### src/rtl/opl_cfg_pkg.sv
// Slot and word geometry of the operator store. A slot index is 5 bits wide, so LEN must stay at or below 32.
package opl_cfg_pkg;

    localparam int default_len = 18; // an OPL2 style channel set holds eighteen operator slots.
    localparam int default_div = 4;  // four clocks pass between two slot enables by default.

    localparam int slot_w = 5;  // wide enough to count up to thirty-two slots.
    localparam int word_w = 32; // four byte fields make up one operator word.

    // slot_num_t names one operator slot in the rotation.
    typedef logic [slot_w-1:0] slot_num_t;

    // op_word_t is the packed operator word as it sits in the shift chain.
    typedef logic [word_w-1:0] op_word_t;

endpackage

### src/rtl/opl_reg_pkg.sv
// Host register map of the operator store. Only four byte fields exist and the upper address bits are not decoded.
package opl_reg_pkg;

    localparam int axil_addr_w = 10; // the whole map fits in one kilobyte of address space.
    localparam int axil_data_w = 32; // the bus carries full words even though writes use one byte.

    typedef logic [7:0]               reg_byte_t;  // one register field as the host writes it.
    typedef logic [axil_addr_w-1:0]   axil_addr_t; // byte address on the host bus.
    typedef logic [axil_data_w-1:0]   axil_data_t; // write and read data on the host bus.
    typedef logic [axil_data_w/8-1:0] axil_strb_t; // byte strobes that come with the write data.
    typedef logic [1:0]               axil_resp_t; // response code on the B and R channels.

    // each field owns one byte lane of the operator word, counted from the top lane down.
    typedef enum logic [1:0] {
        fld_mult   = 2'd0, // lane 31:24 holds AM, VIB, EG type, KSR and MULT.
        fld_ksl_tl = 2'd1, // lane 23:16 holds key scale level and total level.
        fld_ar_dr  = 2'd2, // lane 15:8 holds attack and decay rate.
        fld_sl_rr  = 2'd3  // lane 7:0 holds sustain level and release rate.
    } field_e;

    // bit positions of the field and the slot inside a host address.
    localparam int addr_fld_lsb  = 8;
    localparam int addr_fld_msb  = 9;
    localparam int addr_slot_lsb = 2; // slots are word aligned so bits 1:0 carry nothing.
    localparam int addr_slot_msb = 6;

    localparam axil_resp_t resp_okay   = 2'b00; // the access reached a real slot.
    localparam axil_resp_t resp_slverr = 2'b10; // the slot lies past the last one in use.

endpackage

### src/rtl/opl_upd_if.sv
// One byte-lane update toward the operator register. The update only takes effect on a cycle where cen is high.
`timescale 1ns/10ps

interface opl_upd_if
    import opl_reg_pkg::*;
();

    reg_byte_t din;       // new value for the selected byte lane.
    field_e    field;     // selects which lane of the word takes din.
    logic      update_op; // high for one clock on the enable of the target slot.
    logic      cen;       // slot enable that also moves the shift chain.

    // the host port drives the update and watches the enable.
    modport source (
        output din,
        output field,
        output update_op,
        input  cen
    );

    // the circular register only listens.
    modport sink (
        input  din,
        input  field,
        input  update_op,
        input  cen
    );

endinterface

### src/rtl/opl_sh_rst.sv
// Word-wide shift chain that moves only on cen. Every stage clears on reset, so the store starts as all zero words.
`timescale 1ns/10ps

module opl_sh_rst
    import opl_cfg_pkg::*;
#(
    parameter int width  = $bits(op_word_t), // bits per stage.
    parameter int stages = default_len       // one stage per operator slot.
) (
    input  logic             clk,
    input  logic             arst_n,
    input  logic             cen,
    input  logic [width-1:0] din,
    output logic [width-1:0] drop
);

    logic [width-1:0] chain [stages]; // chain[0] takes din and the last stage falls out.

    always_ff @(posedge clk or negedge arst_n) begin
        if (!arst_n) begin
            for (int i = 0; i < stages; i++) begin
                chain[i] <= '0; // each slot holds a zero word after reset.
            end
        end else if (cen) begin
            chain[0] <= din; // the new word enters at the head.
            for (int i = 1; i < stages; i++) begin
                chain[i] <= chain[i-1]; // all other words move one stage on.
            end
        end
    end

    assign drop = chain[stages-1]; // the oldest word leaves on the next enable.

endmodule

### src/rtl/opl_csr.sv
// Circular operator register with a byte-lane input mux. Only one whole byte lane changes per update.
`timescale 1ns/10ps

module opl_csr
    import opl_cfg_pkg::*;
    import opl_reg_pkg::*;
#(
    parameter int LEN = default_len // number of slots and so number of chain stages.
) (
    input  logic     clk,
    input  logic     arst_n,
    opl_upd_if.sink  upd,
    output op_word_t shift_out
);

    op_word_t regop_in; // word that enters the chain on the next enable.

    // the chain output feeds back to its input so each word comes round every LEN enables.
    opl_sh_rst #(
        .width  ( $bits(op_word_t) ),
        .stages ( LEN              )
    ) u_regch (
        .clk    ( clk       ),
        .arst_n ( arst_n    ),
        .cen    ( upd.cen   ),
        .din    ( regop_in  ),
        .drop   ( shift_out )
    );

    // the selected lane takes the host byte and the other three lanes recirculate.
    always_comb begin
        regop_in = shift_out; // by default the word goes round unchanged.
        if (upd.update_op) begin
            case (upd.field)
                fld_mult: begin
                    regop_in[31:24] = upd.din; // AM, VIB, EG type, KSR and MULT.
                end
                fld_ksl_tl: begin
                    regop_in[23:16] = upd.din; // KSL and TL.
                end
                fld_ar_dr: begin
                    regop_in[15:8] = upd.din; // attack and decay rate.
                end
                fld_sl_rr: begin
                    regop_in[7:0] = upd.din; // sustain level and release rate.
                end
                default: begin
                    regop_in = shift_out; // an unknown field leaves the word alone.
                end
            endcase
        end
    end

endmodule

### src/rtl/opl_slot_seq.sv
// Clock-enable divider and slot counter. DIV must be at least 1 and LEN at most 32.
`timescale 1ns/10ps

module opl_slot_seq
    import opl_cfg_pkg::*;
#(
    parameter int LEN = default_len, // slots per rotation.
    parameter int DIV = default_div  // clocks per slot enable.
) (
    input  logic      clk,
    input  logic      arst_n,
    output logic      cen,
    output slot_num_t slot_cnt
);

    localparam int               div_w     = (DIV > 1) ? $clog2(DIV) : 1;
    localparam logic [div_w-1:0] div_last  = div_w'(DIV - 1);  // final count before an enable.
    localparam slot_num_t        slot_last = slot_num_t'(LEN - 1); // last slot before the wrap.

    logic [div_w-1:0] div_cnt; // clocks since the last enable.

    // the divider fires cen for one clock out of every DIV.
    always_ff @(posedge clk or negedge arst_n) begin
        if (!arst_n) begin
            div_cnt <= '0;
            cen     <= 1'b0;
        end else begin
            cen <= (div_cnt == div_last); // registered so cen is a clean one clock pulse.
            if (div_cnt == div_last) begin
                div_cnt <= '0;
            end else begin
                div_cnt <= div_cnt + 1'b1;
            end
        end
    end

    // slot_cnt names the word at the chain output while cen is high.
    always_ff @(posedge clk or negedge arst_n) begin
        if (!arst_n) begin
            slot_cnt <= '0; // slot zero sits at the output after reset.
        end else if (cen) begin
            if (slot_cnt == slot_last) begin
                slot_cnt <= '0; // one full rotation is done.
            end else begin
                slot_cnt <= slot_cnt + 1'b1;
            end
        end
    end

endmodule

### src/rtl/opl_axil_regs.sv
// AXI4-Lite slave for the operator store. One write and one read may be pending, wstrb is ignored and only wdata[7:0] is written.
`timescale 1ns/10ps

module opl_axil_regs
    import opl_cfg_pkg::*;
    import opl_reg_pkg::*;
#(
    parameter int LEN = default_len // slots at or above LEN answer with SLVERR.
) (
    input  logic       clk,
    input  logic       arst_n,
    input  logic       awvalid,
    output logic       awready,
    input  axil_addr_t awaddr,
    input  logic       wvalid,
    output logic       wready,
    input  axil_data_t wdata,
    input  axil_strb_t wstrb,
    output logic       bvalid,
    input  logic       bready,
    output axil_resp_t bresp,
    input  logic       arvalid,
    output logic       arready,
    input  axil_addr_t araddr,
    output logic       rvalid,
    input  logic       rready,
    output axil_data_t rdata,
    output axil_resp_t rresp,
    input  slot_num_t  slot_cnt,
    input  op_word_t   shift_out,
    opl_upd_if.source  upd
);

    typedef enum logic [1:0] {w_idle, w_wait_slot, w_resp} wr_state_e;
    typedef enum logic [1:0] {r_idle, r_wait_slot, r_resp} rd_state_e;

    wr_state_e  wr_state;  // write channel FSM.
    rd_state_e  rd_state;  // read channel FSM.
    slot_num_t  wr_slot;   // slot of the pending write.
    field_e     wr_field;  // byte lane of the pending write.
    reg_byte_t  wr_byte;   // data of the pending write.
    slot_num_t  rd_slot;   // slot of the pending read.
    slot_num_t  aw_slot;   // slot decoded from the write address.
    slot_num_t  ar_slot;   // slot decoded from the read address.
    logic       aw_ok;
    logic       ar_ok;
    logic       wr_accept; // AW and W are taken together in this clock.
    logic       rd_accept;
    logic       wr_hit;    // the pending write slot is at the tap on this enable.
    logic       rd_hit;

    // both channels share one address decode.
    function automatic slot_num_t addr_slot(axil_addr_t addr);
        return addr[addr_slot_msb:addr_slot_lsb];
    endfunction

    function automatic field_e addr_field(axil_addr_t addr);
        return field_e'(addr[addr_fld_msb:addr_fld_lsb]);
    endfunction

    // both channels share one range check.
    function automatic logic slot_ok(slot_num_t slot);
        return (int'(slot) < LEN);
    endfunction

    assign aw_slot = addr_slot(awaddr);
    assign ar_slot = addr_slot(araddr);
    assign aw_ok   = slot_ok(aw_slot);
    assign ar_ok   = slot_ok(ar_slot);

    // a channel is ready only while nothing is pending on it.
    assign awready = (wr_state == w_idle);
    assign wready  = (wr_state == w_idle);
    assign arready = (rd_state == r_idle);
    assign bvalid  = (wr_state == w_resp);
    assign rvalid  = (rd_state == r_resp);

    assign wr_accept = awvalid && wvalid && awready && wready;
    assign rd_accept = arvalid && arready;
    assign wr_hit    = (wr_state == w_wait_slot) && upd.cen && (slot_cnt == wr_slot);
    assign rd_hit    = (rd_state == r_wait_slot) && upd.cen && (slot_cnt == rd_slot);

    assign upd.update_op = wr_hit; // the merge happens on the same enable as the match.
    assign upd.field     = wr_field;
    assign upd.din       = wr_byte;

    // write FSM waits for its slot, then holds B until the master takes it.
    always_ff @(posedge clk or negedge arst_n) begin
        if (!arst_n) begin
            wr_state <= w_idle;
        end else begin
            case (wr_state)
                w_idle: begin
                    if (wr_accept) begin
                        wr_state <= aw_ok ? w_wait_slot : w_resp; // a bad slot answers at once.
                    end
                end
                w_wait_slot: begin
                    if (wr_hit) begin
                        wr_state <= w_resp; // bvalid rises the clock after update_op.
                    end
                end
                w_resp: begin
                    if (bready) begin
                        wr_state <= w_idle;
                    end
                end
                default: begin
                    wr_state <= w_idle;
                end
            endcase
        end
    end

    // read FSM waits for its slot to reach the tap, then holds R until taken.
    always_ff @(posedge clk or negedge arst_n) begin
        if (!arst_n) begin
            rd_state <= r_idle;
        end else begin
            case (rd_state)
                r_idle: begin
                    if (rd_accept) begin
                        rd_state <= ar_ok ? r_wait_slot : r_resp;
                    end
                end
                r_wait_slot: begin
                    if (rd_hit) begin
                        rd_state <= r_resp;
                    end
                end
                r_resp: begin
                    if (rready) begin
                        rd_state <= r_idle;
                    end
                end
                default: begin
                    rd_state <= r_idle;
                end
            endcase
        end
    end

    // the write payload is captured at the accept and stays put until the response.
    always_ff @(posedge clk) begin
        if (wr_accept) begin
            wr_slot  <= aw_slot;
            wr_field <= addr_field(awaddr);
            wr_byte  <= wdata[7:0];                    // the field is one byte wide.
            bresp    <= aw_ok ? resp_okay : resp_slverr; // known at accept time.
        end
    end

    // the read payload comes from the address check or from the tap.
    always_ff @(posedge clk) begin
        if (rd_accept) begin
            rd_slot <= ar_slot;
            if (!ar_ok) begin
                rdata <= '0; // an out of range read returns zero.
                rresp <= resp_slverr;
            end
        end
        if (rd_hit) begin
            rdata <= shift_out; // the word before any merge on this same enable.
            rresp <= resp_okay;
        end
    end

endmodule

### src/rtl/opl_opreg_top.sv
// Top level of the operator register store. LEN must be at most 32 and DIV at least 1.
`timescale 1ns/10ps

module opl_opreg_top
    import opl_cfg_pkg::*;
    import opl_reg_pkg::*;
#(
    parameter int LEN = default_len, // operator slots in the ring.
    parameter int DIV = default_div  // clocks per slot enable.
) (
    input  logic       clk,
    input  logic       arst_n,
    input  logic       awvalid,
    output logic       awready,
    input  axil_addr_t awaddr,
    input  logic       wvalid,
    output logic       wready,
    input  axil_data_t wdata,
    input  axil_strb_t wstrb,
    output logic       bvalid,
    input  logic       bready,
    output axil_resp_t bresp,
    input  logic       arvalid,
    output logic       arready,
    input  axil_addr_t araddr,
    output logic       rvalid,
    input  logic       rready,
    output axil_data_t rdata,
    output axil_resp_t rresp
);

    slot_num_t slot_cnt;  // slot whose word is at the tap.
    op_word_t  shift_out; // word at the tap.

    opl_upd_if upd (); // carries the update and the enable.

    // the sequencer drives the enable straight into the update bundle.
    opl_slot_seq #(
        .LEN ( LEN ),
        .DIV ( DIV )
    ) u_seq (
        .clk      ( clk      ),
        .arst_n   ( arst_n   ),
        .cen      ( upd.cen  ),
        .slot_cnt ( slot_cnt )
    );

    opl_axil_regs #(
        .LEN ( LEN )
    ) u_host (
        .clk       ( clk        ),
        .arst_n    ( arst_n     ),
        .awvalid   ( awvalid    ),
        .awready   ( awready    ),
        .awaddr    ( awaddr     ),
        .wvalid    ( wvalid     ),
        .wready    ( wready     ),
        .wdata     ( wdata      ),
        .wstrb     ( wstrb      ),
        .bvalid    ( bvalid     ),
        .bready    ( bready     ),
        .bresp     ( bresp      ),
        .arvalid   ( arvalid    ),
        .arready   ( arready    ),
        .araddr    ( araddr     ),
        .rvalid    ( rvalid     ),
        .rready    ( rready     ),
        .rdata     ( rdata      ),
        .rresp     ( rresp      ),
        .slot_cnt  ( slot_cnt   ),
        .shift_out ( shift_out  ),
        .upd       ( upd.source )
    );

    opl_csr #(
        .LEN ( LEN )
    ) u_csr (
        .clk       ( clk       ),
        .arst_n    ( arst_n    ),
        .upd       ( upd.sink  ),
        .shift_out ( shift_out )
    );

endmodule

### config.mk
export PLATFORM = sky130hd
export DESIGN_NAME = opl_opreg_top
export DESIGN_NICKNAME = d
export VERILOG_FILES = /design/src/rtl/opl_cfg_pkg.sv /design/src/rtl/opl_reg_pkg.sv /design/src/rtl/opl_upd_if.sv /design/src/rtl/opl_sh_rst.sv /design/src/rtl/opl_csr.sv /design/src/rtl/opl_slot_seq.sv /design/src/rtl/opl_axil_regs.sv /design/src/rtl/opl_opreg_top.sv
export SDC_FILE = /design/constraint.sdc
export NUM_CORES = 1
export LEC_CHECK = 0
export BUFFER_PORTS_ARGS = -buffer_cell sky130_fd_sc_hd__buf_4
export CORE_MARGIN = 2
export CORE_UTILIZATION = 30
export DETAILED_ROUTE_END_ITERATION = 10
export MAX_ROUTING_LAYER = met4
export SLEW_MARGIN = 20
export SYNTH_ARGS = -nofsm -noshare
export SYNTH_HDL_FRONTEND = slang
export SYNTH_SLANG_ARGS = --single-unit
### constraint.sdc
create_clock -name clk -period 6.19 [get_ports clk]
set_input_delay 0.9285 -clock clk [delete_from_list [all_inputs] [get_ports clk]]
set_output_delay 0.9285 -clock clk [all_outputs]
set_load 0.005 [all_outputs]
==> key figures <==
Logic synthesis
  – Leading area contributor after synthesis: dfrtp_1
  – Mux cell area share after synthesis: 0.252
  – Async SR Flop Fraction: 0.916
  – Cell variety after synth: 39
  – Commonest cells in the synthesized netlist: dfrtp_1, mux2_2, clkbuf_1
  – Mapped Avg Cell Area: 16.0 µm²
  – Largest cells by area after synthesis: dfrtp_1, mux2_2, edfxtp_1
  – Ys Warns: 0
  – Dominant cell by count in the synthesized netlist: dfrtp_1
  – Main flop type after synthesis: dfrtp_1
  – Register area share after synthesis: 0.672
  – Post-Synth XOR/XNOR Area: 0.00396
  – Synth Register Bits: 642
  – Post-synth EDFFs: 53
  – Yosys top cell area share: 0.606
  – Compound-Gate Fraction of Synth Area: 0.0223
  – Post-synthesis adder-cell area fraction: 0.00154
  – Post-Syn Instances: 1519
  – Area of the mapped netlist: 24300 µm²
  – Largest family of logic cells by synthesized area: multiplexers
  – Simple-gate share of the synthesized area: 0.0302

Placement
  – Placer Congestion: 0.804
  – Port-buffer cells: 65
  – Post-detail-place hpwl: 23000 µm
  – Dpl cells: 2565

Clock tree
  – Resize count post-CTS: 0
  – CTS max path bufs: 3
  – # hold bufs at CTS: 0
  – CTS tree: yes
  – Postcts setup bufs: 0
  – CTS Root Cell: clkbuf_16
  – TritonCTS Sinks: 642
  – Inserted Clock Buffers: 66
  – Clock Latency Late Sink: 590 ps
  – H-Tree Level Count: 3
  – Worst-path clk slew: 60 ps

Cells and area
  – Synth-to-layout area growth: 15.4%
  – Final #Nets: 1640
  – Fraction of layout cells with a size suffix above 1: 0.446
  – Fin util: 0.349
  – Post-route insts no fill: 2682

Timing
  – Fin crit share: 0.456
  – Final worst path period need: 2820 ps
  – Unrepaired setup endpoints after global routing: false
  – Final setup vio count: 0
  – Worst slew pin tran: 1030 ps
  – Clock Skew: 22.6 ps
  – Setup TNS Final: 0 ps
  – Max-Slew Margin vs Limit: 0.314
  – Slew Viols, Final: 0
  – Max Clk Rate: 354 MHz
  – Final Hold Violating Endpoints: 0

Die
  – Core Area: 80400 µm²
  – I/O pins: 104
  – Die area: 83300 µm²
  – Standard-cell row count: 104
  – DIE WIDTH: 289 µm
  – Initial Utilization: 0.302
  – Die height: 289 µm

Drt
  – Total wire length: 40200 µm
  – DR iter-0 viols: 723
  – Drt first pass iters: 4
  – Vias per cell: 4.53
  – # DRC: 0
  – Post-DRT Antenna Nets: 0
  – Via count: 12152
  – Wire length per cell: 15.0 µm

Power
  – Overall power: 8400 µW
  – VDD IR max: 0.000168 V
  – Internal power: 6630 µW
  – Switching power summed over all nets: 1770 µW
  – PD cells: 300 nW/µm²
  – Reg power frac: 0.520
  – Clock share of power: 0.449
  – Switching power share of the total: 0.211
  – Leakage dissipation: 0.0134 µW
  – Gate power share: 0.031

GRT
  – Total gr overflow: 0
  – Tot GR Track Use: 0.102
  – First-pass GRT wire length: 67000 µm
  – Largest net degree at the start of global routing: 191
  – Initial antenna violation count: 1
  – Vias in the first global route: 12487

Setup path
  – Worst endpoint required time: 6650 ps
  – CP startpoint kind: flip-flop
  – Critical Setup Path Class: flip-flop to flip-flop
  – Arr. time, crit path: 3280 ps
  – Critical path peak fanout: 190
  – Path depth of the worst reg2reg path: 3
  – Crit end category: flip-flop

Outcome
  – Status: completed

Flow run
  – Max Cap Viol: 0

Hold path
  – Worst hold path type: input port to asynchronous set/reset pin
final timing paths:
path	start	endpoint	slack, ps
min in group clk	u_seq.div_cnt[0]$_DFF_PN0_	u_seq.div_cnt[0]$_DFF_PN0_	430
worst min-delay path	arst_n	u_csr.u_regch.chain[356]$_DFFE_PN0P_	400
worst max-delay path	u_seq.cen$_DFF_PN0_	u_csr.u_regch.chain[197]$_DFFE_PN0P_	3370
worst max register to register	u_seq.cen$_DFF_PN0_	u_csr.u_regch.chain[197]$_DFFE_PN0P_	3370
max in group asynchronous	arst_n	u_csr.u_regch.chain[58]$_DFFE_PN0P_	4450
worst min register to register	u_seq.div_cnt[0]$_DFF_PN0_	u_seq.div_cnt[0]$_DFF_PN0_	430
sequential cells by signal (all words and copies together), names as in the netlist, 2 cells and up:
| name | cells |
|---|---|
| u_host.wr_slot | 5 |
| u_csr.u_regch.drop | 32 |
| u_host.rd_state | 2 |
| u_host.wr_state | 2 |
| u_host.upd.din | 8 |
| u_csr.u_regch.chain | 544 |
| u_seq.div_cnt | 2 |
| u_host.upd.field | 2 |
| u_host.rd_slot | 5 |
| u_host.rdata | 32 |
| u_seq.slot_cnt | 5 |
critical path, cell delays in order, from the launching register on:
cell,delay [ps]
dfrtp_4,780
buf_12,690
buf_4,600
mux2_2,410
kinds of logic after synthesis:
family          Yosys count
compound gates           81
xor+xnor                 11
fa+ha+maj                 3
buf+inv                 103
flops                   642
mux                     544
other cells               1
simple gates            134
layer usage:
layer	wire length, µm	track usage	vias up
met4	1250	0.0430	0
met1	17900	0.133	6302
met5	0	-	-
met3	2640	0.0246	74
li1	-	-	5548
met2	18400	0.151	228
metrics by stage:
stage	cell area, µm²	hold slack [ps]	worst slack [ps]
after global routing	28000	460	3160
after CTS	28000	419	3350
after global placement	25900	422	3370
after floorplan	24300	403	2600
final	28000	397	3370
after detailed placement	25900	420	3320
cell usage in the layout (no fill, tap or decap), types with 3 or more instances in the layout:
cell type	synthesis	layout
nand4_1	34	34
buf_12	0	5
clkinv_2	0	6
mux2_2	544	544
xnor2_1	9	9
a21oi_1	4	4
and2_1	33	33
nor2_1	39	39
dfrtp_1	588	587
o21ai_0	7	6
ha_1	3	3
nand2_1	5	5
clkbuf_1	77	20
clkbuf_16	0	69
clkinv_1	0	3
a31oi_1	32	32
inv_1	6	6
clkbuf_8	0	12
nor2b_1	3	3
buf_4	3	76
edfxtp_1	53	53
o31ai_1	32	32
nand2b_1	4	4
nand3_1	4	4
power groups by stage:
stage	combinational, µW	sequential, µW	clock, µW
after CTS	261	4370	3920
after global placement	252	4440	0
final	258	4370	3770
after floorplan	79.8	4420	0
after detailed placement	259	4450	0
after global routing	292	4370	4100
final cells by class:
class,instances,area (µm²)
diodes,2,5.00
flip-flops and latches,642,16300
clock buffers,101,1970
inverters,6,22.5
fillers,7603,52400
clock inverters,13,96.3
repair buffers,83,713
multi-input cells,775,7570
well taps,1060,1330
Power figures use the tool's default switching activity.
